`src/source/rasterix_params.svh`:
```
// Rasterix shared screen, stream and command opcode constants
`ifndef RASTERIX_PARAMS_SVH
`define RASTERIX_PARAMS_SVH

// Screen geometry
`define X_RESOLUTION 16
`define Y_RESOLUTION 16
`define FRAME_SIZE (`X_RESOLUTION * `Y_RESOLUTION)
`define INDEX_WIDTH 8

// Stream widths
`define CMD_WIDTH 32
`define PIXEL_WIDTH 16

// Opcodes in the top nibble of a header word
`define OP_RENDER 4'd1
`define OP_CLEAR 4'd2
`define OP_COMMIT 4'd3
`define TRIANGLE_WORDS 15
`define DEPTH_FAR 16'hffff

`endif

```
`src/source/RasterixPkg.sv`:
```
// Rasterix shared types for commands, triangles, fragments and buffer writes
package RasterixPkg;
`include "rasterix_params.svh"

    typedef logic [`CMD_WIDTH - 1 : 0] cmdWord_t;
    // RGB565 color or unsigned depth
    typedef logic [`PIXEL_WIDTH - 1 : 0] pixel_t;
    // y * X_RESOLUTION + x
    typedef logic [`INDEX_WIDTH - 1 : 0] fbIndex_t;
    typedef logic [7:0] screenCoord_t;
    typedef logic signed [31:0] edgeValue_t;

    typedef struct packed {
        screenCoord_t bbStartX;
        screenCoord_t bbStartY;
        screenCoord_t bbEndX;
        screenCoord_t bbEndY;
        edgeValue_t   w0;
        edgeValue_t   w1;
        edgeValue_t   w2;
        edgeValue_t   w0IncX;
        edgeValue_t   w1IncX;
        edgeValue_t   w2IncX;
        edgeValue_t   w0IncY;
        edgeValue_t   w1IncY;
        edgeValue_t   w2IncY;
        edgeValue_t   z;
        edgeValue_t   zIncX;
        edgeValue_t   zIncY;
        pixel_t       color;
    } triangleParams_t;

    typedef struct packed {
        logic     valid;
        fbIndex_t index;
        pixel_t   depth;
    } fragment_t;

    typedef struct packed {
        logic     enable;
        fbIndex_t index;
        pixel_t   data;
    } bufferWrite_t;

    typedef enum logic [2:0] {IDLE, LOAD_PARAMS, RENDER, CLEAR, COMMIT} parserState_t;

endpackage

```
`src/source/FragmentPipeline.sv`:
```
// Two stage depth test that writes fragment depth and flat color on pass
`timescale 1ns/1ps

module FragmentPipeline import RasterixPkg::*; (
    input  logic            aclk,
    input  logic            rst,
    input  fragment_t       fragment,
    input  triangleParams_t triangle,

    // Depth buffer access
    output fbIndex_t        depthReadIndex,
    input  pixel_t          depthReadData,
    output bufferWrite_t    depthWrite,

    output bufferWrite_t    colorWrite,
    output logic            pixelInPipeline
);
    fragment_t stage1;
    fragment_t stage2;
    logic      depthPass;

    // Stage one issues the read, stage two sees the stored depth
    always_ff @(posedge aclk) begin
        stage1 <= fragment;
        stage2 <= stage1;
        if (rst) begin
            stage1.valid <= 1'b0;
            stage2.valid <= 1'b0;
        end
    end

    assign depthReadIndex  = stage1.index;
    assign pixelInPipeline = stage1.valid || stage2.valid;

    // Strictly nearer wins
    assign depthPass = stage2.valid && (stage2.depth < depthReadData);

    assign depthWrite.enable = depthPass;
    assign depthWrite.index  = stage2.index;
    assign depthWrite.data   = stage2.depth;

    assign colorWrite.enable = depthPass;
    assign colorWrite.index  = stage2.index;
    assign colorWrite.data   = triangle.color;

endmodule

```
`config.mk`:
```
export PLATFORM = sky130hd
export DESIGN_NAME = FragmentPipeline
export DESIGN_NICKNAME = d
export VERILOG_FILES = /design/src/source/RasterixPkg.sv /design/src/source/FragmentPipeline.sv
export VERILOG_INCLUDE_DIRS = /design/src /design/src/source
export SDC_FILE = /design/constraint.sdc
export NUM_CORES = 1
export LEC_CHECK = 0
export BUFFER_PORTS_ARGS = -buffer_cell sky130_fd_sc_hd__buf_2
export CORE_AREA = 2 2 209 211
export DETAILED_ROUTE_END_ITERATION = 8
export DIE_AREA = 0 0 211 213
export HOLD_SLACK_MARGIN = 0.1
export MAX_ROUTING_LAYER = met4
export SLEW_MARGIN = 30
export SYNTH_ARGS = -nofsm -noshare
export SYNTH_HDL_FRONTEND = slang
export SYNTH_SLANG_ARGS = --single-unit
export TNS_END_PERCENT = 5
```
`constraint.sdc`:
```
create_clock -name aclk -period 2.85 [get_ports aclk]
set_clock_uncertainty 0.05 [all_clocks]
set_input_delay 0.855 -clock aclk [delete_from_list [all_inputs] [get_ports aclk]]
set_output_delay 0.855 -clock aclk [all_outputs]
set_load 0.05 [all_outputs]
```
* Yosys cells after proc, flatten, opt, wreduce, memory -nomap -nowiden
Index checks and enable logic that the tools add are counted.
Word-level totals: bits in registers 50, input bits 475, logic and storage cells 9
Operators by class: $lt $le $gt $ge 1, reductions and logical operators 2
Operator list (number):
- $lt 16x16->1 | 1
- $logic_and 1x1->1 | 1
- $logic_or 1x1->1 | 1

* Longest topological paths before layout
depth in word-level cells 2, depth in mapped cells 7, mapped depth without buffers 6

* Worst setup path after synthesis
Ideal clock, no wire load.
path kind input port to output port, start input depthReadData[7], end output colorWrite[24] in the netlist's numbering, data arrival time 2.163 ns, setup slack -0.218 ns, cell stages on the path 7, cells stage by stage inv_1 > ha_1 > and4_1 > o21ai_1 > or4_1 > o2111a_1 > buf_4
On the way: word-level cells in the longest chain between the ends 2
RTL lines:
- start: declaration | RTL line FragmentPipeline.sv:12 | input pixel_t depthReadData,
- $lt 16x16->1 | RTL line FragmentPipeline.sv:36 | assign depthPass = stage2.valid && (stage2.depth < depthReadData);
- $logic_and 1x1->1 | RTL line FragmentPipeline.sv:36
- end: declaration | RTL line FragmentPipeline.sv:15 | output bufferWrite_t colorWrite,
Every way passes these cells.

==> flow_metrics.tcl <==
set metrics [dict create \
    status "finished with violations" \
    violations "setup timing" \
    setup_tns_ns -0.847 \
    io-pin-count 534 \
    min_period_ns 3.27 \
    portBuffers 85 \
    dp_hpwl_um 6280 \
    cts_max_path_buffers 2 \
    postSynthCellCount 163 \
    critPathBufInv 3 \
    yosysSeqAreaShare_pct 54.6 \
    setup_ws_ns -0.424 \
    area_growth_pct 58.2 \
    dr_wl_met3_um 1100 \
    place_congestion 0.600 \
    ant_nets 0 \
    arrival_ns 2.37 \
    cts.clk_slew.worst_paths_ns 0.07 \
    yosysUniqueCellTypes 17 \
    power.density_nw_per_um2 569 \
    routed.top_layer "met4" \
    slew_headroom_pct 74.1 \
    cp_common_cell "buf_8" \
    num-fill-cells 4945 \
    synth_edf_count 0 \
    wl_per_cell_um 9.47 \
    ys_warn_count 0 \
    post-route-drc-count 0 \
    syn_area_um2 1830 \
    die_w_um 211 \
    r2r_end "stage2[24]" \
    cp-endpoint "depthWrite[24]" \
    startpoint_type "input port" \
    setup_violations 2 \
    hold_depth 0 \
    grt_max_degree 19 \
    clock_latency_ns 0.30 \
    place_ws_ns -0.567 \
    drive_gt1_share_pct 58.2 \
    hold_buffers 0 \
    vias 1093 \
    maxCapViolCount 0 \
    syn_avg_cell_area_um2 11.3 \
    r2r_slack_ns 2.29 \
    die_y_um 213 \
    drt_first_pass_iters 3 \
    critPathSlowestCell "or4_4" \
    htree_levels 2 \
    drtIter0Drc 14 \
    ir_drop_uv 217 \
    endpoint_kind "output port" \
    grt_pass1_vias 1119 \
    syn_nets 653 \
    cp_num_cells 8 \
    met2_length_um 3640 \
    critPathTopFamily "simple AND/OR/NAND/NOR gates" \
    clock.fmax_mhz 305 \
    hp-class "register to register" \
    ys_ff_latch 50 \
    synthFlopType "dfxtp_1" \
    grt_usage_pct 3.28 \
    cts-root-buf "clkbuf_16" \
    worst_r2r_path_depth 1 \
    grt.overflow.total 0 \
    grt_pass1_wl_um 9090 \
    worst-path-max-fanout 2 \
    cts.sink_count 50 \
    finalWirelength_um 7130 \
    start_util_pct 4.30 \
    numCtsBuffers 5 \
    nets 690 \
    slowest_delay_ns 0.53 \
    critPathLaunch "depthReadData[4]" \
    die_area_um2 44900 \
    worstMarginPinSlew_ns 0.379 \
    rr_startpoint "stage1[24]" \
    routedLengthMet1_um 2260 \
    grt_setup_unrepaired "true" \
    final_cell_count_no_fill 753 \
    layout_worst_path_cycle_share_pct 115 \
    total_power_w 0.00165 \
    row_count 76 \
    p_leak_nw 1.11 \
    dp.cells 738 \
    hold_viol 0 \
    crit_chain "buf_8 > inv_6 > ha_4 > and4_1 > o21ai_2 > or4_4 > o2111a_2 > buf_8" \
    vias_per_cell 1.45 \
    worstSetupPathType "input port to output port" \
    fp.coreArea_um2 42700 \
    ys_async_sr_fraction_pct 0 \
    crit_required_ns 1.95 \
    drv_slew 0 \
    fin_hold_ws_ns 0.278 \
    cts_tree "done" \
    antenna_found_initial 6 \
]
Yosys cell counts (2+ instances only):
library cell | count | area (µm²)
ha_1 | 15 | 188
dfxtp_1 | 50 | 1000
a21oi_1 | 6 | 30.0
inv_1 | 15 | 56.3
nor2b_1 | 4 | 25.0
buf_4 | 58 | 435
and4_1 | 2 | 17.5
nand2_1 | 2 | 7.51
o21ai_0 | 3 | 15.0
per-stage QoR:
stage          cell area, µm²  utilization (%)
6_report                 2900             6.80
5_1_grt                  2900             6.80
4_1_cts                  2850             6.68
3_5_place_dp             2590             6.07
3_3_place_gp             2590             6.07
2_1_floorplan            1910                -
cell type report:
| class | instances | area [µm²] | area share [%] |
|---|---|---|---|
| flip-flops and latches | 50 | 1000 | 34.5 |
| well taps | 546 | 683 | 23.5 |
| clock buffers | 5 | 125 | 4.31 |
| clock inverters | 3 | 28.8 | 0.992 |
| diodes | 6 | 15.0 | 0.517 |
| inverters | 15 | 73.8 | 2.54 |
| multi-input cells | 40 | 453 | 15.6 |
| repair buffers | 88 | 522 | 18.0 |
routing by layer:
layer,up-vias,global-route usage (%)
li1,547,-
met1,463,2.78
met2,74,5.56
met3,9,2.44
met4,0,1.17
met5,-,-
what timing repair did:
item / CTS / global route
setup buffers: 1 / 0
pin swaps: 6 / 5
setup endpoints to repair: 2 / 2
resized for setup: 20 / 9
kinds of logic (layout without fill, tap and decap cells):
kind of cell	after synthesis	in the layout	share of synthesized area [%]
flops	50	50	54.6
fa+ha+maj	15	15	10.2
compound gates	13	13	4.23
buf+inv	73	111	26.8
simple gates	12	12	4.16
other cells	0	6	0
registers in the layout, summed over array words and instances, names as in the netlist:
| signal | cells |
|---|---|
| colorWrite | 8 |
| depthReadIndex | 8 |
| depthWrite | 16 |
| stage1 | 17 |
| stage2 | 1 |
placed cells by master (no fill, tap or decap), drive strengths merged:
cell type / synthesis / routed
o2111a: 1 / 1
o31ai: 1 / 1
or2: 1 / 1
dfxtp: 50 / 50
clkinv: 0 / 2
inv: 15 / 16
nand4: 1 / 1
nand2: 2 / 2
a21oi: 6 / 6
or4: 1 / 1
o21ai: 4 / 4
diode: 0 / 6
nand2b: 1 / 1
a2111oi: 1 / 1
ha: 15 / 15
buf: 58 / 88
and4: 2 / 2
clkbuf: 0 / 5
nor2b: 4 / 4
worst min-delay path by stage:
| stage | start | to | slack, ns |
|---|---|---|---|
| after floorplan | stage1[0] | depthWrite[0] | 0.26 |
| after global placement | stage1[3] | depthWrite[3] | 0.26 |
| after detailed placement | stage1[14] | depthWrite[14] | 0.26 |
| after CTS | stage1[14] | depthWrite[14] | 0.28 |
| after global routing | stage1[14] | depthWrite[14] | 0.28 |
| final | stage1[11] | depthWrite[11] | 0.28 |
report_power, final:
| group | leakage [nW] | internal [W] | switching [W] | total [W] |
|---|---|---|---|---|
| Combinational | 0.614 | 0.0000863 | 0.000175 | 0.000261 |
| Sequential | 0.422 | 0.000736 | 0.0000177 | 0.000754 |
| Clock | 0.0759 | 0.000335 | 0.000300 | 0.000635 |
| Total | 1.11 | 0.00116 | 0.000492 | 0.00165 |
Note: power is estimated with default switching activity, not from simulation.
