`src/source/rasterix_params.svh`:
```
// Rasterix shared screen, stream and command opcode constants
`ifndef RASTERIX_PARAMS_SVH
`define RASTERIX_PARAMS_SVH

// Screen geometry
`define X_RESOLUTION 16
`define Y_RESOLUTION 16
`define FRAME_SIZE (`X_RESOLUTION * `Y_RESOLUTION)
`define INDEX_WIDTH 8

// Stream widths
`define CMD_WIDTH 32
`define PIXEL_WIDTH 16

// Opcodes in the top nibble of a header word
`define OP_RENDER 4'd1
`define OP_CLEAR 4'd2
`define OP_COMMIT 4'd3
`define TRIANGLE_WORDS 15
`define DEPTH_FAR 16'hffff

`endif

```
`src/source/RasterixPkg.sv`:
```
// Rasterix shared types for commands, triangles, fragments and buffer writes
package RasterixPkg;
`include "rasterix_params.svh"

    typedef logic [`CMD_WIDTH - 1 : 0] cmdWord_t;
    // RGB565 color or unsigned depth
    typedef logic [`PIXEL_WIDTH - 1 : 0] pixel_t;
    // y * X_RESOLUTION + x
    typedef logic [`INDEX_WIDTH - 1 : 0] fbIndex_t;
    typedef logic [7:0] screenCoord_t;
    typedef logic signed [31:0] edgeValue_t;

    typedef struct packed {
        screenCoord_t bbStartX;
        screenCoord_t bbStartY;
        screenCoord_t bbEndX;
        screenCoord_t bbEndY;
        edgeValue_t   w0;
        edgeValue_t   w1;
        edgeValue_t   w2;
        edgeValue_t   w0IncX;
        edgeValue_t   w1IncX;
        edgeValue_t   w2IncX;
        edgeValue_t   w0IncY;
        edgeValue_t   w1IncY;
        edgeValue_t   w2IncY;
        edgeValue_t   z;
        edgeValue_t   zIncX;
        edgeValue_t   zIncY;
        pixel_t       color;
    } triangleParams_t;

    typedef struct packed {
        logic     valid;
        fbIndex_t index;
        pixel_t   depth;
    } fragment_t;

    typedef struct packed {
        logic     enable;
        fbIndex_t index;
        pixel_t   data;
    } bufferWrite_t;

    typedef enum logic [2:0] {IDLE, LOAD_PARAMS, RENDER, CLEAR, COMMIT} parserState_t;

endpackage

```
`src/source/FramebufferStreamer.sv`:
```
// Streams the color buffer in index order onto the output under back-pressure
`timescale 1ns/1ps
`include "rasterix_params.svh"

module FramebufferStreamer import RasterixPkg::*; (
    input  logic     aclk,
    input  logic     rst,
    input  logic     commit,
    output fbIndex_t readIndex,
    input  pixel_t   readData,
    output logic     fbValid,
    input  logic     fbReady,
    output logic     fbLast,
    output pixel_t   fbData,
    output logic     streamDone
);
    fbIndex_t counter;
    logic     active;
    logic     load;
    logic     lastWord;

    // Output register is free or drains this cycle
    assign load     = active && (!fbValid || fbReady);
    assign lastWord = (counter == fbIndex_t'(`FRAME_SIZE - 1));

    // Address the next counter value so readData always matches counter
    assign readIndex  = commit ? '0 : (load ? counter + 1'b1 : counter);
    assign streamDone = fbValid && fbReady && fbLast;

    always_ff @(posedge aclk) begin
        if (rst) begin
            counter <= '0;
            active  <= 1'b0;
            fbValid <= 1'b0;
            fbLast  <= 1'b0;
        end else if (commit) begin
            counter <= '0;
            active  <= 1'b1;
        end else if (load) begin
            counter <= counter + 1'b1;
            fbValid <= 1'b1;
            fbLast  <= lastWord;
            if (lastWord) begin
                active <= 1'b0;
            end
        end else if (fbValid && fbReady) begin
            fbValid <= 1'b0;
            fbLast  <= 1'b0;
        end
    end

    always_ff @(posedge aclk) begin
        if (load) begin
            fbData <= readData;
        end
    end

endmodule

```
`config.mk`:
```
export PLATFORM = sky130hd
export DESIGN_NAME = FramebufferStreamer
export DESIGN_NICKNAME = d
export VERILOG_FILES = /design/src/source/RasterixPkg.sv /design/src/source/FramebufferStreamer.sv
export VERILOG_INCLUDE_DIRS = /design/src /design/src/source
export SDC_FILE = /design/constraint.sdc
export NUM_CORES = 1
export LEC_CHECK = 0
export BUFFER_PORTS_ARGS = -buffer_cell sky130_fd_sc_hd__buf_2
export CAP_MARGIN = 30
export CORE_MARGIN = 2
export CORE_UTILIZATION = 45
export DETAILED_ROUTE_END_ITERATION = 8
export PLACE_DENSITY = 0.76
export SETUP_SLACK_MARGIN = 0.2
export SKIP_CTS_REPAIR_TIMING = 1
export SLEW_MARGIN = 30
export SYNTH_ARGS = -nofsm -noshare
export SYNTH_HDL_FRONTEND = slang
export SYNTH_SLANG_ARGS = --single-unit
```
`constraint.sdc`:
```
create_clock -name aclk -period 1.75 [get_ports aclk]
set_input_delay 0.4375 -clock aclk [delete_from_list [all_inputs] [get_ports aclk]]
set_output_delay 0.4375 -clock aclk [all_outputs]
set_load 0.01 [all_outputs]
```
After elaboration in Yosys (flattened, before gate mapping)
Index checks and enable logic that the tools add are counted.
- input bits: 20
- output and inout port bits: 27
- bits in registers: 27
- bitwise operators: 1
- add/sub/neg operators: 1
- multiplexer cells: 8
- reductions and logical operators: 10
- eq/ne operators: 1
- operators by type and width (operator ; number):
    8-bit 2-to-1 mux ; 2
    8-bit by 1-bit adder with 8-bit output, second input constant ; 1
    8-bit == test, second input constant ; 1
    1-bit 2-to-1 mux ; 6
    2-bit nonzero test ; 3
    2-bit AND reduction ; 2
    1-bit logical AND ; 3
    1-bit zero test ; 1
    1-bit logical OR ; 1
    1-bit inverter ; 1

Longest topological paths before layout
- depth in word-level cells: 5
- depth in mapped cells: 5
- depth with buffers taken out: 5

Worst setup path after synthesis
Ideal clock, no wire load.
- path type: in2out
- start point: in fbReady
- end point: out readIndex[1]
- path slack: 179 ps
- stages: 5
- required time: 1312 ps
- arrival time: 1133 ps
- buffers on the path: 1
- cell sequence: nand2b_1 -> buf_6 -> nand2_1 -> mux2i_1 -> nor2_1
- cells in the longest elaborated chain, start to end: 4
- ends and longest elaborated chain (element ; line ; RTL):
    from (decl) ; FramebufferStreamer.sv:12 ; input logic fbReady,
    1-bit logical OR ; FramebufferStreamer.sv:23 ; assign load = active && (!fbValid || fbReady);
    1-bit logical AND ; FramebufferStreamer.sv:23 ;
    8-bit 2-to-1 mux (2 in series) ; - ;
    to (decl) ; FramebufferStreamer.sv:9 ; output fbIndex_t readIndex,
No other way between the ends.

Worst setup path after layout
- start point: reg counter[1]
- end point: out readIndex[6]
- cells in the longest elaborated chain, start to end: 3
- ends and longest elaborated chain (element ; line ; RTL):
    from (decl) ; FramebufferStreamer.sv:17 ; fbIndex_t counter;
    from (signal assigned) ; FramebufferStreamer.sv:40 ; counter <= counter + 1'b1;
    8-bit by 1-bit adder with 8-bit output ; FramebufferStreamer.sv:27 ; assign readIndex = commit ? '0 : (load ? counter + 1'b1 : counter);
    8-bit 2-to-1 mux (2 in series) ; - ;
No other way between the ends.

==> flow_metrics.tcl <==
set metrics [dict create \
    clock.fmax_ghz 0.489 \
    maxCapViolCount 0 \
    totalWireLength_um 2150 \
    io_buffers 46 \
    powerDensity_nw_per_um2 745 \
    p_sw_w 0.000259 \
    grt.total_usage 0.161 \
    syn_avg_cell_area_um2 12.5 \
    cts_num_sinks 27 \
    yosysUniqueCellTypes 27 \
    grt_util_met1 0.174 \
    antenna_found_initial 0 \
    dpl_cell_area_um2 1360 \
    critPathRequiredTime_ns 1.31 \
    power.total_w 0.00110 \
    cts.clk_slew.worst_paths_ns 0.14 \
    drive_above_1_share 0.553 \
    dieArea_um2 2800 \
    power_frac_seq 0.646 \
    p_comb_frac 0.103 \
    ys_seq_elements 27 \
    root_buffer "clkbuf_4" \
    intPower_w 0.000839 \
    cts_buffer_depth 2 \
    ff2ff_setup_slack_ns 0.43 \
    synth_fa_ha_area_frac 0.0116 \
    grt_pass1_wl_um 3200 \
    startpoint_type "flip-flop" \
    fin_area_um2 1470 \
    fin_nets 163 \
    synth_top_family_by_area "simple AND/OR/NAND/NOR gates" \
    critPathCapture "readIndex[6]" \
    start_util 0.481 \
    rows 17 \
    synth.area.mux_share 0.0186 \
    area_growth_pct 37.0 \
    grt_busiest_layer "met2" \
    h-tree-depth 1 \
    period_minus_slack_ns 2.04 \
    holdWs_ns 0.267 \
    report.final.slew_viol_count 0 \
    rsz0062_at_grt "yes" \
    setup_ws_ns -0.295 \
    worst_pin_slew_ns 0.220 \
    yosys.area_share.xor_xnor 0.0570 \
    p_sw_frac 0.236 \
    via_count 803 \
    power_frac_clock 0.251 \
    hold_class "in -> reg" \
    finalClockSkew_ns 0.00409 \
    syn_inst 86 \
    drt_first_pass_iters 2 \
    dp_hpwl_um 1530 \
    met3_usage 0.0311 \
    drc_errors 0 \
    cts_tree "yes" \
    ir_worst_vdd_mv 0.482 \
    setup_viol 8 \
    r2r_start "counter[1]" \
    overflow 0 \
    p_leak_nw 0.635 \
    hold_viol 0 \
    maxSlewHeadroom 0.853 \
    worst_setup_path_end_kind "output port" \
    crit_path_start "counter[1]" \
    violations "negative setup slack" \
    routabilityCongestion 0.775 \
    arrival_ns 1.61 \
    path_class "reg -> out" \
    synth.yosys.warnings 0 \
    grt_pass1_vias 787 \
    wl_per_cell_um 12.7 \
    clk_latency_ns 0.33 \
    worst_r2r_path_depth 6 \
    ios 47 \
    cts_buffers 3 \
    die_y_um 52.9 \
    die_w_um 52.9 \
    use_met2 0.279 \
    grt_max_degree 17 \
    period_share 1.17 \
    syn-num-nets 107 \
    synth_simple_gate_area_frac 0.196 \
    ant_nets 0 \
    crit_path_max_fanout 3 \
    r2r_end "counter[6]" \
    drt_iter0_drc 11 \
    status "finished with violations" \
    core_um2 2230 \
    n_antenna_cell 0 \
    netlist_area_um2 1070 \
    synth_seq_area_share 0.652 \
    pre_cts_ws_ns -0.203 \
    synth_compound_area_frac 0.0186 \
    viasPerCell 4.75 \
]
## area by class of cell
class / instances / area (um^2)
tap: 28 / 35.0
timing repair buffer: 55 / 310
fill: 197 / 761
clock inverter: 1 / 7.51
sequential: 27 / 724
clock buffer: 3 / 22.5
multi-input combinational: 52 / 362
inverter: 3 / 11.3
## worst min path at each step
stage	from	endpoint	slack, ns	cells past startpoint
floorplan	fbLast	fbLast	0.50	2
global route	readData[14]	fbData[14]	0.24	1
global placement	fbLast	fbLast	0.47	2
CTS	readData[1]	fbData[1]	0.26	1
finish	readData[10]	fbData[10]	0.27	1
detailed placement	fbLast	fbLast	0.49	2
## state kept, by name, indices dropped and copies added, names as in the netlist
| register | flops |
|---|---|
| fbData | 16 |
| counter | 8 |
| active | 1 |
| fbLast | 1 |
| fbValid | 1 |
## cells in the mapped netlist
library cell,number,share of area
ha_1,1,0.012
xor2_1,7,0.057
nor3_1,2,0.0093
o21ai_0,2,0.0093
buf_6,1,0.010
and2_1,1,0.0058
inv_1,3,0.010
nand2_1,1,0.0035
or3_1,1,0.0058
or2b_2,1,0.0082
nand4bb_1,1,0.010
buf_1,1,0.0035
nand4_1,4,0.023
nand2b_1,2,0.012
and3_2,1,0.0070
dfxtp_1,11,0.20
or2_2,1,0.0058
buf_12,1,0.019
clkbuf_1,1,0.0035
edfxtp_1,16,0.45
nand3_1,2,0.0093
and2_4,1,0.0082
nor2_1,17,0.059
mux2i_1,2,0.019
a21oi_1,2,0.0093
nand3_4,1,0.016
and3_1,2,0.012
## power by group through the flow
stage               clock, W  combinational (W)  sequential, W
floorplan                  0          0.0000426       0.000739
global placement           0           0.000105       0.000727
detailed placement         0           0.000108       0.000728
CTS                 0.000283           0.000109       0.000714
global route        0.000308           0.000124       0.000714
finish              0.000275           0.000113       0.000709
## critical path, cell delays in order, from the launching register on
cell and delay, ns:
dfxtp_4 0.39, ha_4 0.13, and2_4 0.16, nand4_1 0.11
xor2_1 0.20, nor2_1 0.13, buf_2 0.15
## layer usage
metal / share of wire / wire length (um)
met1: 0.37 / 792
met2: 0.56 / 1200
met3: 0.048 / 103
met4: 0.024 / 52
met5: 0 / 0
## metrics by stage
stage | utilization | TNS [ns] | cells
floorplan | - | 0 | 86
global placement | 0.610 | -0.919 | 162
detailed placement | 0.610 | -1.02 | 162
CTS | 0.623 | -2.46 | 166
global route | 0.659 | -2.03 | 169
finish | 0.659 | -1.15 | 169
## kinds of logic after synthesis
kind of cell / Yosys count
xor gates and xnor gates: 7
muxes: 2
buffers and inverters: 7
AOI/OAI and AO/OA: 4
DFF: 27
adders and majority gates: 1
and+or+nand+nor: 38
## cell usage in the layout, fill, tap and decap left out, types with 2 or more instances in the layout
| cell | count |
|---|---|
| mux2i_1 | 2 |
| nand4_1 | 4 |
| clkbuf_4 | 3 |
| buf_2 | 46 |
| xor2_1 | 5 |
| nor2_1 | 17 |
| buf_4 | 8 |
| inv_1 | 3 |
| nand3_1 | 2 |
| edfxtp_1 | 16 |
| dfxtp_1 | 2 |
| and3_1 | 2 |
| nor3_1 | 2 |
| dfxtp_4 | 5 |
| dfxtp_2 | 4 |
| xor2_2 | 2 |
| a21oi_1 | 2 |
| o21ai_0 | 2 |
(Power assumes the default switching activity.)
