`config.mk`:
```
export PLATFORM = sky130hd
export DESIGN_NAME = FrameBuffer
export DESIGN_NICKNAME = d
export VERILOG_FILES = /design/src/source/RasterixPkg.sv /design/src/source/FrameBuffer.sv
export VERILOG_INCLUDE_DIRS = /design/src /design/src/source
export SDC_FILE = /design/constraint.sdc
export NUM_CORES = 2
export LEC_CHECK = 0
export ABC_AREA = 1
export ABC_CLOCK_PERIOD_IN_PS = 3900
export BUFFER_PORTS_ARGS = -buffer_cell sky130_fd_sc_hd__buf_2
export CORE_UTILIZATION = 32
export DETAILED_ROUTE_END_ITERATION = 8
export PLACE_DENSITY_LB_ADDON = 0.05
export SYNTH_ARGS = -nofsm -noshare
export SYNTH_HDL_FRONTEND = slang
export SYNTH_SLANG_ARGS = --single-unit
```
`constraint.sdc`:
```
create_clock -name aclk -period 3.9 [get_ports aclk]
set_input_delay 0.195 -clock aclk [delete_from_list [all_inputs] [get_ports aclk]]
set_output_delay 0.195 -clock aclk [all_outputs]
set_load 0.1 [all_outputs]
```
`src/source/rasterix_params.svh`:
```
// Rasterix shared screen, stream and command opcode constants
`ifndef RASTERIX_PARAMS_SVH
`define RASTERIX_PARAMS_SVH

// Screen geometry
`define X_RESOLUTION 16
`define Y_RESOLUTION 16
`define FRAME_SIZE (`X_RESOLUTION * `Y_RESOLUTION)
`define INDEX_WIDTH 8

// Stream widths
`define CMD_WIDTH 32
`define PIXEL_WIDTH 16

// Opcodes in the top nibble of a header word
`define OP_RENDER 4'd1
`define OP_CLEAR 4'd2
`define OP_COMMIT 4'd3
`define TRIANGLE_WORDS 15
`define DEPTH_FAR 16'hffff

`endif

```
`src/source/RasterixPkg.sv`:
```
// Rasterix shared types for commands, triangles, fragments and buffer writes
package RasterixPkg;
`include "rasterix_params.svh"

    typedef logic [`CMD_WIDTH - 1 : 0] cmdWord_t;
    // RGB565 color or unsigned depth
    typedef logic [`PIXEL_WIDTH - 1 : 0] pixel_t;
    // y * X_RESOLUTION + x
    typedef logic [`INDEX_WIDTH - 1 : 0] fbIndex_t;
    typedef logic [7:0] screenCoord_t;
    typedef logic signed [31:0] edgeValue_t;

    typedef struct packed {
        screenCoord_t bbStartX;
        screenCoord_t bbStartY;
        screenCoord_t bbEndX;
        screenCoord_t bbEndY;
        edgeValue_t   w0;
        edgeValue_t   w1;
        edgeValue_t   w2;
        edgeValue_t   w0IncX;
        edgeValue_t   w1IncX;
        edgeValue_t   w2IncX;
        edgeValue_t   w0IncY;
        edgeValue_t   w1IncY;
        edgeValue_t   w2IncY;
        edgeValue_t   z;
        edgeValue_t   zIncX;
        edgeValue_t   zIncY;
        pixel_t       color;
    } triangleParams_t;

    typedef struct packed {
        logic     valid;
        fbIndex_t index;
        pixel_t   depth;
    } fragment_t;

    typedef struct packed {
        logic     enable;
        fbIndex_t index;
        pixel_t   data;
    } bufferWrite_t;

    typedef enum logic [2:0] {IDLE, LOAD_PARAMS, RENDER, CLEAR, COMMIT} parserState_t;

endpackage

```
`src/source/FrameBuffer.sv`:
```
// Pixel memory with a registered read port, a write port and a clear engine
`timescale 1ns/1ps
`include "rasterix_params.svh"

module FrameBuffer import RasterixPkg::*; (
    input  logic         aclk,
    input  logic         rst,
    input  fbIndex_t     readIndex,
    output pixel_t       readData,
    input  bufferWrite_t write,
    input  logic         clear,
    input  pixel_t       clearValue,
    output logic         cleared
);
    pixel_t   mem [`FRAME_SIZE];
    fbIndex_t clearIndex;
    pixel_t   fillValue;
    logic     clearing;

    always_ff @(posedge aclk) begin
        readData <= mem[readIndex];
        // Clear engine has priority over the write port
        if (clearing) begin
            mem[clearIndex] <= fillValue;
        end else if (write.enable) begin
            mem[write.index] <= write.data;
        end
    end

    always_ff @(posedge aclk) begin
        if (clear) begin
            fillValue  <= clearValue;
            clearIndex <= '0;
        end else if (clearing) begin
            clearIndex <= clearIndex + 1'b1;
        end
    end

    always_ff @(posedge aclk) begin
        if (rst) begin
            clearing <= 1'b0;
            cleared  <= 1'b0;
        end else begin
            cleared <= 1'b0;
            if (clear) begin
                clearing <= 1'b1;
            end else if (clearing && (clearIndex == fbIndex_t'(`FRAME_SIZE - 1))) begin
                clearing <= 1'b0;
                cleared  <= 1'b1;
            end
        end
    end

endmodule

```
=== Word level (Yosys, flattened, before mapping) ===
Memory sizes are Yosys's and may differ from the RTL's. A register that Yosys moved wholly into a read port is not among the register bits.
Index checks and enable logic that the tools add are counted.

* Mux-type cells: 11
* Reductions and logical operators: 4
* Add/subtract/negate cells: 1
* Equality and inequality tests: 1

{| class="wikitable"
|+ Operators with widths
! cell !! count
|-
| $mux W16 || 1
|-
| $reduce_or A16 Y1 || 1
|-
| $mux W1 || 9
|-
| $add A8 B1 Y8 const B || 1
|-
| $eq A8 B8 Y1 const B || 1
|-
| $mux W8 || 1
|-
| $reduce_bool A2 Y1 || 1
|-
| $reduce_or A2 Y1 || 1
|-
| $logic_and A1 B1 Y1 || 1
|}

* Bits of input ports: 52
* Word-level logic and storage cells: 22
* Memories: 1
* Output and inout port bits: 17
* Bits in registers: 26
* Bits in writable memories: 4096

{| class="wikitable"
|+ Memories
! memory !! words !! bits a word !! read ports !! clocked after Yosys merged registers in !! wr ports !! RTL line !! source
|-
| mem || 256 || 16 || 1 || 1 || 1 || FrameBuffer.sv:15 || <nowiki>pixel_t mem [`FRAME_SIZE];</nowiki>
|}

=== Longest topological paths before layout ===
* Depth after elaboration: 5
* Gate-level depth with buffers: 15
* Mapped depth without buffers: 11

=== Least setup slack after synthesis ===
OpenSTA, ideal clock, no wires.

* Path kind: register to register
* Start point: reg clearing
* End point: mem mem[0][10] in the netlist's numbering, data pin
* Setup time: 0.556 ns
* Period minus slack after synthesis: 3.477 ns
* Arrival: 2.921 ns
* Path slack: 0.423 ns
* Path buffers: 2
* Cell stages (with the launch flop): 6
* Path through: dfxtp_1 > inv_2 > nand2_4 > buf_6 > clkbuf_1 > mux2_2

* Longest elaborated chain between the ends: 4

{| class="wikitable"
|+ RTL lines
! element !! RTL line !! source
|-
| start, declared || FrameBuffer.sv:18 || <nowiki>logic clearing;</nowiki>
|-
| start signal, assigned || FrameBuffer.sv:41 || <nowiki>clearing <= 1'b0;</nowiki>
|-
| start signal, assigned || FrameBuffer.sv:46 || <nowiki>clearing <= 1'b1;</nowiki>
|-
| start signal, assigned || FrameBuffer.sv:48 || <nowiki>clearing <= 1'b0;</nowiki>
|-
| $mux W1 || FrameBuffer.sv:23 || <nowiki>if (clearing) begin</nowiki>
|-
| $mux W1 (implied by the code) || FrameBuffer.sv:26 || <nowiki>mem[write.index] <= write.data;</nowiki>
|-
| $reduce_or A16 Y1 (no line) || - ||
|-
| $mux W16 (no line) || - ||
|-
| end, declared || FrameBuffer.sv:15 ||
|}

Every way passes these cells.

=== Worst setup path after layout ===
* Start point: reg clearing
* End point: mem mem[187][0] in the netlist's numbering (enable)

* Longest elaborated chain between the ends: 4
* Elaborated cells between the ends (all ways): 7
* Those cells by class: mux (6); reduce/logical (1)

{| class="wikitable"
|+ RTL lines
! element !! RTL line
|-
| $mux W1 || FrameBuffer.sv:23
|-
| $mux W1 (implied by the code) || FrameBuffer.sv:26
|-
| $reduce_or A16 Y1 (no line) || -
|-
| $mux W8 (no line) or $mux W1 (tied branches) || -
|}

Parallel ways exist; a longest one is shown, timed or not.

==> metrics.md <==
| Metric | Value |
|---|---|
| Die W | `723 um` |
| RSZ-0062 raised after global routing | `no` |
| Mapped Area | `0.166 mm2` |
| Mean Syn Cell Area | `12.1 um2` |
| Fin. Hold Viols | `0` |
| Post-CTS sizing | `0` |
| First-pass GRT wire length | `around 860000 um` |
| Filler cells | `49700` |
| Hold Crit Class | `in2reg` |
| Worst setup path category | `reg2reg` |
| Run status | `completed` |
| Share of cells above drive strength 1 | `between 10% and 20%` |
| Core area | `between 0.5 and 0.6 mm2` |
| Clock group share of total power | `between 40% and 50%` |
| Total Routed Length | `616000 um` |
| Vias per cell | `5.15` |
| Internal power | `76.7 mW` |
| Cell Pwr Density | `523 mW/mm2` |
| Total Power | `102 mW` |
| CP max FO | `17` |
| Skew final | `0.0730 ns` |
| Detailed placer's ending HPWL | `~370000 um` |
| Drt drc | `0` |
| Initial Util | `between 30% and 40%` |
| Library cells used by synthesis | `27` |
| Sequential Power Share | `about half` |
| Placed cell area | `roughly 0.18 mm2` |
| DIE HEIGHT | `723 um` |
| Post-CTS Setup Inserts | `0` |
| Switch Pwr | `25.2 mW` |
| Leak | `67.8 nW` |
| Relative slew slack | `19.1%` |
| CP required | `4.61 ns` |
| Routed Antenna Nets | `0` |
| Slew Limit Fails | `0` |
| Io pins | `69` |
| Area Overhead vs Synth | `17.1%` |
| Vias | `111000` |
| Mapped Cells | `13700` |
| Fmax | `roughly 0.29 GHz` |
| Grt total ovfl | `0` |
| Initial antenna violation count | `43` |
| Clk_lat worst skew | `1.03 ns` |
| Clock slew at reported path FFs | `0.06 ns` |
| Final min period | `3.44 ns` |
| Htree depth | `5` |
| Syn Nets | `13800` |
| Final Cycle Share | `88.1%` |
| Multi-input logic area | `0.0382 mm2` |
| Peak supply drop | `368 uV` |
| GR Util All Layers | `23.1%` |
| Largest net degree at the start of global routing | `110` |
| Layout Nets | `14200` |
| Critical Path AT | `4.15 ns` |
| CTS tree | `built` |
| R2R cell count | `12` |
| Final worst slack | `around 0.46 ns` |
| FF+latch area | `0.124 mm2` |
| Endpoints failing setup | `0` |
| Warnings from Yosys | `0` |
| Most common cell after layout, fill and taps aside | `nand2_1` |
| Root Buffer | `clkbuf_16` |
| Gate power share | `8.1%` |
| Cts bufs inserted | `480` |
| Die area | `0.523 mm2` |
| Final estimated routing congestion in global placement | `a little over 0.8` |
| IO Port Bufs | `68` |
| Commonest cells after routing, fill and taps aside | `4199 x nand2_1, 4112 x edfxtp_1, 4033 x nand3_1, 587 x buf_4, 484 x clkbuf_16` |
| DR pass1 iterations | `6` |
| Sw Ratio | `24.7%` |
| Routed WL per cell | `28.7 um` |
| Vias in the first global route | `107000` |
| Post-route cell area | `0.195 mm2` |
| Slew of the pin with the lowest slew margin | `1.21 ns` |
| Initial DRC count | `9714` |
| Num rows | `about 260` |
| Setup_tns | `0 ns` |
| Sink Count | `4138` |
| Setup WS pre-CTS | `0.0665 ns` |
| Hold-fix buffers, CTS | `45` |
| Bufs on Longest Clock Path | `4` |
| Max cap viols | `0` |
| Hold depth | `2` |
| CP endpoint kind | `flop` |
| Synth Register Bits | `4138` |
| Seq/Total Area, Yosys | `74.5%` |
| Startpoint class of the critical path | `flop` |
-- final cells by class --
type / count / share of cell area (%)
Tap cell: 6916 / 4.44
Inverter: 51 / 0.121
Timing Repair Buffer: 869 / 4.44
Sequential cell: 4138 / 63.6
Clock buffer: 600 / 6.50
Antenna cell: 28 / 0.0359
Clock inverter: 281 / 1.25
Multi-Input combinational cell: 8599 / 19.6
-- cell families after synthesis --
family                     after synthesis  synth area share [%]
adders and majority gates                1               0.00752
AOI/OAI and AO/OA                       16                0.0661
DFF                                   4138                  74.5
buffers and inverters                  990                  2.90
muxes                                   16                 0.108
and+or+nand+nor                       8566                  22.4
-- critical path: stages, from the launching register on --
cell	delay, ns
dfxtp_1	0.43
inv_2	0.10
nand2_4	0.19
nand2_1	0.11
o21ai_2	0.13
inv_1	0.10
nor2_1	0.10
inv_1	0.08
nor2_1	0.19
nand2_2	0.57
buf_4	0.42
nor2_1	0.39
buf_4	0.30
-- stage by stage --
step,hold WS [ns],utilization (%),std cells
3_3_place_gp,0.373,34.6,20500
2_1_floorplan,0.264,-,13700
3_5_place_dp,0.373,34.6,20500
4_1_cts,0.0213,37.6,21500
6_report,0.0755,37.7,21500
5_1_grt,0.0880,37.7,21500
-- worst paths after layout --
path | slack (ns) | start | end
setup / recovery | 0.46 | clearing | mem[187][0]
hold / removal | 0.08 | write[10] | mem[148][10]
setup reg to reg | 0.46 | clearing | mem[187][0]
hold reg to reg | 0.50 | clearIndex[4] | clearIndex[4]
-- Yosys cell counts --
master / number / area [um2]
clkbuf_1: 140 / 526
dfxtp_1: 26 / 521
edfxtp_1: 4112 / 123000
a21oi_1: 5 / 25.0
nor3_4: 1 / 16.3
buf_2: 567 / 2840
nand3_1: 4033 / 20200
ha_1: 1 / 12.5
buf_1: 126 / 473
inv_2: 12 / 45.0
nor2_1: 293 / 1100
nand3_4: 1 / 17.5
nor2_4: 5 / 56.3
clkinv_1: 1 / 3.75
inv_4: 1 / 6.26
nor4_1: 1 / 6.26
nand2_4: 1 / 11.3
inv_1: 37 / 139
nor2_2: 2 / 12.5
mux2_2: 16 / 180
nand2_1: 4215 / 15800
o21ai_0: 3 / 15.0
o21ai_2: 8 / 70.1
nand2_2: 11 / 68.8
buf_6: 2 / 22.5
buf_4: 104 / 781
nor3_1: 3 / 15.0
-- registers in the layout, summed over array words and instances (netlist names) --
| signal | count |
|---|---|
| readData | 16 |
| clearIndex | 8 |
| cleared | 1 |
| clearing | 1 |
| mem | 4096 |
| fillValue | 16 |
-- layer usage --
layer,GRT usage (%),part of all wire [%]
met3,2.90,5.2
met5,0,0.0034
met1,33.2,46
met2,36.8,46
met4,5.94,2.7
-- power groups by stage --
stage	sequential [mW]	combinational, mW	clock, mW
floorplan	51.1	3.70	0
global placement	50.8	8.34	0
detailed placement	50.8	8.38	0
CTS	49.9	8.43	44.8
global route	49.9	8.84	46.3
finish	49.9	8.27	43.7
Note: power is estimated with default switching activity, not from simulation.
