$ cat src/source/rasterix_params.svh
// Rasterix shared screen, stream and command opcode constants
`ifndef RASTERIX_PARAMS_SVH
`define RASTERIX_PARAMS_SVH

// Screen geometry
`define X_RESOLUTION 16
`define Y_RESOLUTION 16
`define FRAME_SIZE (`X_RESOLUTION * `Y_RESOLUTION)
`define INDEX_WIDTH 8

// Stream widths
`define CMD_WIDTH 32
`define PIXEL_WIDTH 16

// Opcodes in the top nibble of a header word
`define OP_RENDER 4'd1
`define OP_CLEAR 4'd2
`define OP_COMMIT 4'd3
`define TRIANGLE_WORDS 15
`define DEPTH_FAR 16'hffff

`endif

$ cat src/source/RasterixPkg.sv
// Rasterix shared types for commands, triangles, fragments and buffer writes
package RasterixPkg;
`include "rasterix_params.svh"

    typedef logic [`CMD_WIDTH - 1 : 0] cmdWord_t;
    // RGB565 color or unsigned depth
    typedef logic [`PIXEL_WIDTH - 1 : 0] pixel_t;
    // y * X_RESOLUTION + x
    typedef logic [`INDEX_WIDTH - 1 : 0] fbIndex_t;
    typedef logic [7:0] screenCoord_t;
    typedef logic signed [31:0] edgeValue_t;

    typedef struct packed {
        screenCoord_t bbStartX;
        screenCoord_t bbStartY;
        screenCoord_t bbEndX;
        screenCoord_t bbEndY;
        edgeValue_t   w0;
        edgeValue_t   w1;
        edgeValue_t   w2;
        edgeValue_t   w0IncX;
        edgeValue_t   w1IncX;
        edgeValue_t   w2IncX;
        edgeValue_t   w0IncY;
        edgeValue_t   w1IncY;
        edgeValue_t   w2IncY;
        edgeValue_t   z;
        edgeValue_t   zIncX;
        edgeValue_t   zIncY;
        pixel_t       color;
    } triangleParams_t;

    typedef struct packed {
        logic     valid;
        fbIndex_t index;
        pixel_t   depth;
    } fragment_t;

    typedef struct packed {
        logic     enable;
        fbIndex_t index;
        pixel_t   data;
    } bufferWrite_t;

    typedef enum logic [2:0] {IDLE, LOAD_PARAMS, RENDER, CLEAR, COMMIT} parserState_t;

endpackage

$ cat src/source/Rasterizer.sv
// Bounding box walker with incremental edge and depth functions, one pixel per cycle
`timescale 1ns/1ps
`include "rasterix_params.svh"

module Rasterizer import RasterixPkg::*; (
    input  logic            aclk,
    input  logic            rst,
    input  logic            startRendering,
    input  triangleParams_t triangle,
    output logic            rasterizerRunning,
    output fragment_t       fragment
);
    screenCoord_t x;
    screenCoord_t y;
    edgeValue_t   w0;
    edgeValue_t   w1;
    edgeValue_t   w2;
    edgeValue_t   z;
    // Values at the start of the current row
    edgeValue_t   w0Row;
    edgeValue_t   w1Row;
    edgeValue_t   w2Row;
    edgeValue_t   zRow;
    logic         lastX;
    logic         lastY;

    assign lastX = (x == triangle.bbEndX - 8'd1);
    assign lastY = (y == triangle.bbEndY - 8'd1);

    // Covered when no edge is negative
    assign fragment.valid = rasterizerRunning && !w0[31] && !w1[31] && !w2[31];
    assign fragment.index = fbIndex_t'(y * `X_RESOLUTION) + fbIndex_t'(x);
    assign fragment.depth = z[31:16];

    always_ff @(posedge aclk) begin
        if (rst) begin
            rasterizerRunning <= 1'b0;
        end else if (startRendering) begin
            rasterizerRunning <= (triangle.bbStartX < triangle.bbEndX)
                              && (triangle.bbStartY < triangle.bbEndY);
        end else if (rasterizerRunning && lastX && lastY) begin
            rasterizerRunning <= 1'b0;
        end
    end

    always_ff @(posedge aclk) begin
        if (startRendering) begin
            x     <= triangle.bbStartX;
            y     <= triangle.bbStartY;
            w0    <= triangle.w0;
            w1    <= triangle.w1;
            w2    <= triangle.w2;
            z     <= triangle.z;
            w0Row <= triangle.w0;
            w1Row <= triangle.w1;
            w2Row <= triangle.w2;
            zRow  <= triangle.z;
        end else if (rasterizerRunning) begin
            if (lastX) begin
                // Next row from the row start values
                x     <= triangle.bbStartX;
                y     <= y + 8'd1;
                w0    <= w0Row + triangle.w0IncY;
                w1    <= w1Row + triangle.w1IncY;
                w2    <= w2Row + triangle.w2IncY;
                z     <= zRow + triangle.zIncY;
                w0Row <= w0Row + triangle.w0IncY;
                w1Row <= w1Row + triangle.w1IncY;
                w2Row <= w2Row + triangle.w2IncY;
                zRow  <= zRow + triangle.zIncY;
            end else begin
                x  <= x + 8'd1;
                w0 <= w0 + triangle.w0IncX;
                w1 <= w1 + triangle.w1IncX;
                w2 <= w2 + triangle.w2IncX;
                z  <= z + triangle.zIncX;
            end
        end
    end

endmodule

$ cat config.mk
export PLATFORM = sky130hd
export DESIGN_NAME = Rasterizer
export DESIGN_NICKNAME = d
export VERILOG_FILES = /design/src/source/RasterixPkg.sv /design/src/source/Rasterizer.sv
export VERILOG_INCLUDE_DIRS = /design/src /design/src/source
export SDC_FILE = /design/constraint.sdc
export NUM_CORES = 1
export LEC_CHECK = 0
export ABC_AREA = 1
export ABC_CLOCK_PERIOD_IN_PS = 24400
export BUFFER_PORTS_ARGS = -buffer_cell sky130_fd_sc_hd__buf_2
export CAP_MARGIN = 20
export CORE_ASPECT_RATIO = 1.25
export CORE_MARGIN = 5
export CORE_UTILIZATION = 30
export CTS_CLUSTER_DIAMETER = 30
export CTS_CLUSTER_SIZE = 40
export DETAILED_ROUTE_END_ITERATION = 8
export REMOVE_ABC_BUFFERS = 1
export SETUP_SLACK_MARGIN = 0.3
export SYNTH_ARGS = -nofsm -noshare
export SYNTH_HDL_FRONTEND = slang
export SYNTH_SLANG_ARGS = --single-unit
$ cat constraint.sdc
create_clock -name aclk -period 24.4 [get_ports aclk]
set_input_delay 4.88 -clock aclk [delete_from_list [all_inputs] [get_ports aclk]]
set_output_delay 4.88 -clock aclk [all_outputs]
set_load 0.03 [all_outputs]
* Word-level counts from Yosys, hierarchy flattened
Cells that the tools add are included.
** Storage, ports and cells
- Flip-flop bits (word level) :: 273
- Latch bits :: 0
- Memory bits (writable) :: 0
- Memory bits (read-only) :: 0
- Output and inout bits :: 26
- Memories :: 0
** Operators by class
- Add/subtract/negate cells :: 13
- $mul :: 0
- Divide/modulo/power cells :: 0
- Magnitude comparators :: 2
- Eq/ne operators :: 2
- Shift operators :: 0
- Mux-type cells :: 32
- Bitwise gates (word level) :: 0
- Reduce and logical (&&, ||, !) cells :: 13
** Operators by type and width (count)
- $mux W32 :: 24
- $add A32 B32 Y32 :: 8
- $mux W8 :: 6
- $add A8 B1 Y8 const B :: 2
- $eq A8 B8 Y1 :: 2
- $lt A8 B8 Y1 :: 2
- $sub A8 B1 Y8 const B :: 2
- $add A8 B8 Y8 :: 1
- $logic_and A1 B1 Y1 :: 6
- $reduce_bool A2 Y1 :: 3
- $logic_not A1 Y1 :: 3
- $mux W1 :: 2
- $reduce_and A2 Y1 :: 1

* Depth between registers and ports, before layout
Gate-level depths: netlist (run 1).
- Word-level depth :: 6
- Depth in mapped cells :: 16

* Least setup slack after synthesis (run 1)
Ideal clock, no wire load.
- Kind :: in2reg
- Start point :: input port triangle[408] in the netlist's numbering
- End point :: register w0Row[0], enable pin
- Setup time :: 0.819 ns
- Arrival :: 15.500 ns
- Required time :: 23.581 ns
- Slack :: 8.081 ns
- Cell stages on the path :: 12
- Cell sequence :: inv_1 ha_1 inv_1 nand2_1 nand3_1 nand2_1 inv_1 nand3_2 nor2_2 nand3_4 buf_2 o21ai_0
** Between the ends
- Cells in the longest elaborated chain, start to end :: 4
** Ends and longest elaborated chain
- start, declared :: RTL line Rasterizer.sv:9 : input triangleParams_t triangle,
- $sub A8 B1 Y8 :: RTL line Rasterizer.sv:27 : assign lastX = (x == triangle.bbEndX - 8'd1);
- $eq A8 B8 Y1 :: RTL line Rasterizer.sv:27
- $reduce_bool A2 Y1 (no source line)
- $reduce_and A2 Y1 (no source line)
- end signal, assigned :: RTL line Rasterizer.sv:54 : w0Row <= triangle.w0;
- end signal, assigned :: RTL line Rasterizer.sv:67 : w0Row <= w0Row + triangle.w0IncY;
- end, declared :: RTL line Rasterizer.sv:20 : edgeValue_t w0Row;
No other way between the ends.
A chain may end at the register's enable or synchronous reset.

* Final worst setup path (run 1)
- Start point :: input port triangle[408] in the netlist's numbering
- End point :: register x[7] (data pin)
** Between the ends
- Cells in the longest elaborated chain, start to end :: 5
** Ends and longest elaborated chain
- $sub A8 B1 Y8 :: RTL line Rasterizer.sv:27
- $eq A8 B8 Y1 :: RTL line Rasterizer.sv:27
- $mux W8 :: RTL line Rasterizer.sv:59 : if (lastX) begin
- $mux W8 :: RTL line Rasterizer.sv:58 : end else if (rasterizerRunning) begin
- $mux W8 :: RTL line Rasterizer.sv:47 : if (startRendering) begin
- end signal, assigned :: RTL line Rasterizer.sv:48 : x <= triangle.bbStartX;
- end signal, assigned :: RTL line Rasterizer.sv:61 : x <= triangle.bbStartX;
- end signal, assigned :: RTL line Rasterizer.sv:72 : x <= x + 8'd1;
- end, declared :: RTL line Rasterizer.sv:13 : screenCoord_t x;
No other way between the ends. The select of a mux whose other input is x is not followed.

==> flow_metrics.tcl, run 1 <==
set metrics [dict create \
    cts_tree "yes" \
    gp_congestion 0.953 \
    ctsHoldBuffers 0 \
    die_w_um 301 \
    grt_overflow 0 \
    synth_seq_cells 273 \
    post-cts-setup-buffer-count 0 \
    ys_types 43 \
    async_flop_share 0 \
    pin_count 461 \
    drv_slew 0 \
    cp-start-kind "primary input" \
    dpl.cell_count 7006 \
    num_vias 34700 \
    cts-resized-gates 0 \
    yosys.area_share.simple 0.417 \
    start_util 0.302 \
    synth_xor_area_frac 0.0190 \
    finalNetCount 6393 \
    path_class "primary input to flop" \
    setup_viol 0 \
    grt_usage 0.232 \
    area_delta_synth_final_pct 22.0 \
    via_per_inst 4.83 \
    fin_setup_tns_ns 0 \
    timing.final.ws_setup_ns 16.30 \
    path_delay_family "buffers and inverters" \
    startpoint "triangle[408]" \
    grt_start_max_net_pins 99 \
    cts_buffer_depth 3 \
    htreeDepth 3 \
    synth_compound_area_frac 0.0771 \
    ff_latch_area_mm2 0.00819 \
    drt_wl_total_um 135000 \
    path_max_fanout 54 \
    synth_top_family_by_area "simple AND/OR/NAND/NOR gates" \
    ys_top_cells_by_area "edfxtp_1, nand2_1, ha_1" \
    cp.required_ns 24.82 \
    drc 0 \
    hold_viol 0 \
    cts_buffers 89 \
    rr_worst_depth 13 \
    cellPowerDensity_mw_per_mm2 80.6 \
    yosysTopAreaCell "edfxtp_1" \
    dieArea_mm2 0.112 \
    period_share 0.332 \
    syn_inst 5215 \
    wl_per_cell_um 18.8 \
    slew_headroom 0.269 \
    synthMuxAreaShare 0 \
    hold_class "flop to flop" \
    path_depth 17 \
    r2r_end "x[7]" \
    first_global_vias 33700 \
    place_hpwl_um 111000 \
    fp.dieH_um 374 \
    multi_input_area_mm2 0.0199 \
    grt_setup_unrepaired "no" \
    fin_area_mm2 0.0387 \
    rows 133 \
    r2r-start "x[7]" \
    syn_area_mm2 0.0317 \
    synth_commonest_cells "nand2_1, inv_1, nor2_1, nand3_1, edfxtp_1" \
    drive_above_1_share 0.119 \
    worst_path_largest_cell_delay_ns 0.79 \
    drt_pass1_iterations 6 \
    ff2ff_setup_slack_ns 20.56 \
    post_dp_cell_area_mm2 0.0354 \
    io_buffers 444 \
    clk_pin_slew_ns 0.04 \
    yosysMostFrequentCell "nand2_1" \
    layoutNonFillerInstCount 7183 \
    worst_slew_pin_slew_ns 1.10 \
    cp_common_cell "inv_1" \
    maxCapViolations 0 \
    cts_sinks 273 \
    fin_skew_ns 0.0287 \
    synth_fa_ha_area_frac 0.112 \
    yosysSeqAreaShare 0.258 \
    detail-route-antenna-nets 0 \
    fillCellCount 11600 \
    crit_end "x[7]" \
    dp_slack_ns 15.50 \
    yosysTopAreaCellShare 0.257 \
    worstSkewPairLatency_ns 0.69 \
    fmaxAchievable_ghz 0.124 \
    critPathBufInv 8 \
    antenna_found_initial 19 \
    worst_ir_drop_vdd_mv 0.0468 \
    cp_slowest_cell "buf_4" \
    leakagePower_nw 20.9 \
    status "complete, no violations" \
    cts_root_buffer "clkbuf_16" \
    critical_path_arrival_ns 8.51 \
    dr.first_iter.drc_count 2517 \
    coreArea_mm2 0.105 \
    fin_crit_ns 8.10 \
    grt_first_pass_wirelength_um 199000 \
    postSynthAreaPerCell_um2 6.09 \
    endpoint_kind "flop" \
    synth-main-ff-cell "edfxtp_1" \
    synth_edf_count 272 \
    path_cells "buf_2, inv_1, ha_1, inv_1, nor2_1, nand2_1, nand2_2, inv_1, nand2_1, inv_2, nand3_4, nand2_4, inv_4, buf_4, nand2_1, o21ai_0, inv_1" \
    yosys_warnings 0 \
]
-- cells by family (layout without fill, tap and decap cells) --
group / Yosys count / count (layout)
AOI/OAI and AO/OA: 465 / 465
xor gates and xnor gates: 69 / 69
adders and majority gates: 278 / 278
buffers and inverters: 954 / 1496
DFF: 273 / 273
other: 0 / 9
and+or+nand+nor: 3176 / 3176
-- state kept, by name, summed over array words and instances, names as in the netlist --
| signal | flops |
|---|---|
| w0Row | 32 |
| w0 | 32 |
| w1Row | 32 |
| w1 | 32 |
| w2Row | 32 |
| w2 | 32 |
| zRow | 32 |
| z | 32 |
| x | 8 |
| y | 8 |
| rasterizerRunning | 1 |
-- layout by cell type, fill, tap and decap left out, types with 27 or more instances in the layout --
master / n
nor3_1: 46
buf_2: 443
xor2_1: 27
o21bai_1: 27
ha_1: 269
clkbuf_16: 89
nor2_1: 422
inv_1: 868
o21ai_0: 191
edfxtp_1: 272
nand3b_1: 29
nand3_1: 394
nand4_1: 110
nand2_1: 2086
a21oi_1: 223
xnor2_1: 42
nand3_2: 28
-- worst min-delay path by stage --
stage	from	end	cells past startpoint
2_1_floorplan	w0[0]	w0[0]	3
3_3_place_gp	w0[0]	w0[0]	3
3_5_place_dp	w2[0]	w2[0]	3
4_1_cts	w2[0]	w2[0]	3
5_1_grt	w2Row[0]	w2Row[0]	3
6_report	w1[0]	w1[0]	3
-- worst reg2reg max path, delay by kind of cell (launching register included) --
family	cells	cell delay [ns]
buf+inv	5	1.61
simple gates	6	1.11
flops	1	0.45
xor+xnor	1	0.30
compound gates	1	0.11
-- area by class of cell --
type,count,share of cell area
inverter,873,0.0848
timing repair buffer,455,0.0600
sequential,273,0.211
tap,1417,0.0458
antenna,9,0.000581
multi-input combinational,3988,0.513
clock inverter,72,0.0259
clock buffer,96,0.0590
-- per-layer routing --
metal	vias to the layer above	routed length (um)	GRT usage	share of wire
li1	17600	-	-	-
met1	15800	57900	0.291	0.43
met2	1097	63100	0.393	0.47
met3	232	8280	0.0376	0.061
met4	12	5910	0.0999	0.044
met5	-	85	0	0.00063
-- report_power, final --
group | leakage (nW) | total [mW] | switching [mW] | internal [mW]
clock network | 1.56 | 1.26 | 0.399 | 0.864
registers | 2.72 | 0.662 | 0.0416 | 0.620
logic | 16.7 | 1.20 | 0.806 | 0.393
total | 20.9 | 3.12 | 1.25 | 1.88
-- through the flow --
stage          power [mW]  utilization  hold WS [ns]
3_5_place_dp         1.85        0.337         0.639
5_1_grt              3.33        0.368         0.685
6_report             3.12        0.368         0.652
3_3_place_gp         1.85        0.337         0.623
4_1_cts              3.14        0.368         0.652
2_1_floorplan        1.48            -         0.610
(Power assumes the default switching activity.)
==> run 2: changes to the inputs <==
--- a/config.mk
+++ b/config.mk
@@ -7,7 +7,7 @@
 export NUM_CORES = 1
 export LEC_CHECK = 0
 export ABC_AREA = 1
-export ABC_CLOCK_PERIOD_IN_PS = 24400
+export ABC_CLOCK_PERIOD_IN_PS = 8100
 export BUFFER_PORTS_ARGS = -buffer_cell sky130_fd_sc_hd__buf_2
 export CAP_MARGIN = 20
 export CORE_ASPECT_RATIO = 1.25
==> constraint.sdc (replaced) <==
create_clock -name aclk -period 8.1 [get_ports aclk]
set_input_delay 1.62 -clock aclk [delete_from_list [all_inputs] [get_ports aclk]]
set_output_delay 1.62 -clock aclk [all_outputs]
set_load 0.03 [all_outputs]
==> run 2 against run 1 <==
Via count rose by 0.16%. First-iteration DRC count fell by 9.5%. Routed wire length fell by 0.36%. Critical path type unchanged. Worst hold slack got worse by 0.010 ns. Sequential share of layout area rose by 0.27 points. Cell area fell by 1.2%.
==> flow_metrics.tcl, run 2 (synthesis gave the netlist of run 1 again) <==
set metrics [dict create \
    fin_area_mm2 0.0382 \
    maxCapViolations 0 \
    leakagePower_nw 20.7 \
    finalNetCount 6391 \
    mostFrequentLayoutCells "nand2_1, inv_1, buf_2" \
    cellPowerDensity_mw_per_mm2 233 \
    final_common_cell "nand2_1" \
    status "complete, no violations" \
    fin_setup_tns_ns 0 \
    fillCellCount 11700 \
    drv_slew 0 \
    place_hpwl_um 111000 \
    fp.dieH_um 374 \
    endpoint_kind "flop" \
    post_dp_cell_area_mm2 0.0354 \
    detail-route-antenna-nets 0 \
    power.switching_mw 3.63 \
    cp.required_ns 8.59 \
    clkPwrFrac 0.370 \
    cts_buffer_depth 3 \
    dieArea_mm2 0.112 \
    coreArea_mm2 0.105 \
    hold_depth 3 \
    hold_viol 0 \
    drt_pass1_iterations 5 \
    io_buffers 444 \
    power_frac_comb 0.406 \
    gp_congestion 0.969 \
    via_per_inst 4.85 \
    fin_crit_ns 4.89 \
    drive_above_1_share 0.114 \
    period_share 0.603 \
    worst_ir_drop_vdd_mv 0.152 \
    post-cts-setup-buffer-count 0 \
    cp-start-kind "primary input" \
    p_seq_frac 0.224 \
    grt_first_pass_wirelength_um 200000 \
    hold_class "flop to flop" \
    p_int_mw 5.27 \
    slew_headroom 0.298 \
    critical_path_arrival_ns 5.38 \
    cts_root_buffer "clkbuf_16" \
    htreeDepth 3 \
    die_w_um 301 \
    cts_tree "yes" \
    wl_per_cell_um 18.8 \
    start_util 0.302 \
    area_delta_synth_final_pct 20.5 \
    rr_worst_depth 12 \
    grt_start_max_net_pins 78 \
    cts_buffers 85 \
    grt_usage 0.232 \
    grt_overflow 0 \
    clk_pin_slew_ns 0.04 \
    timing.hold.ws_ns 0.642 \
    path_max_fanout 35 \
    ctsHoldBuffers 0 \
    setup_viol 0 \
    num_vias 34800 \
    fin_skew_ns 0.0366 \
    drc 0 \
    path_class "primary input to flop" \
    fmaxAchievable_ghz 0.205 \
    drt_wl_total_um 135000 \
    cts_sinks 273 \
    dr.first_iter.drc_count 2279 \
    worst_slew_pin_slew_ns 1.05 \
    cts-resized-gates 0 \
    first_global_vias 34000 \
    grt_setup_unrepaired "no" \
    pin_count 461 \
    sw_frac_of_total 0.408 \
    rows 133 \
    antenna_found_initial 23 \
    worstSkewPairLatency_ns 0.67 \
]
-- run 2: cell types whose count changed in the layout (fill, tap and decap cells not counted), sizes merged --
cell,before,now
clkinv,36,31
clkbuf,96,99
diode,9,8
bufinv,17,9
inv,878,880
buf,455,457
clkinvlp,14,7
-- run 2: worst paths after layout --
path,from,end,slack (ns)
setup / recovery,triangle[408],w2[29],3.21
hold / removal,w2[0],w2[0],0.64
setup reg to reg,x[1],w2[29],4.28
hold reg to reg,w2[0],w2[0],0.64
-- run 2: metrics by stage --
stage                     total power, mW  std cells  setup slack [ns]   util
after global routing                 9.51       7162              2.92  0.364
after CTS                            8.94       7161              3.22  0.363
after global placement               5.56       7008              2.56  0.337
after floorplan                      4.46       5134             -4.87      -
after detailed placement             5.58       7008              2.53  0.337
final                                8.90       7169              3.21  0.364
-- run 2: power groups by stage --
stage                     Sequential, mW  Combinational (mW)  Clock, mW
after floorplan                     1.99                2.47          0
after global placement              2.02                3.55          0
after detailed placement            2.02                3.57          0
after CTS                           2.00                3.59       3.35
after global routing                2.01                4.07       3.43
final                               2.00                3.61       3.29
-- run 2: layout make-up --
| class | count | area [um2] | share of cell area |
|---|---|---|---|
| diodes | 8 | 20.0 | 0.000523 |
| clock buffers | 99 | 2200 | 0.0575 |
| clock inverters | 54 | 589 | 0.0154 |
| inverters | 873 | 3280 | 0.0859 |
| multi-input cells | 3988 | 19900 | 0.519 |
| flip-flops and latches | 273 | 8190 | 0.214 |
| well taps | 1417 | 1770 | 0.0464 |
| repair buffers | 457 | 2340 | 0.0611 |
-- run 2: routing by layer --
layer  GRT usage  up-vias  wire (um)
met5           0        -        104
met4      0.0972       14       6060
met3      0.0402      261       8630
met2       0.402     1093      63500
met1       0.284    15800      56600
li1            -    17600          -
-- run 2: worst max-delay path: stages --
cell	delay [ns]
buf_2	0.11
inv_1	0.20
ha_1	0.34
nand2_1	0.08
nand3_1	0.08
nand2_1	0.07
nor2_1	0.08
nand2_1	0.09
nor2_4	0.12
nand4_4	0.72
nor2_4	1.01
buf_4	0.56
nand2_1	0.13
nand3_1	0.11
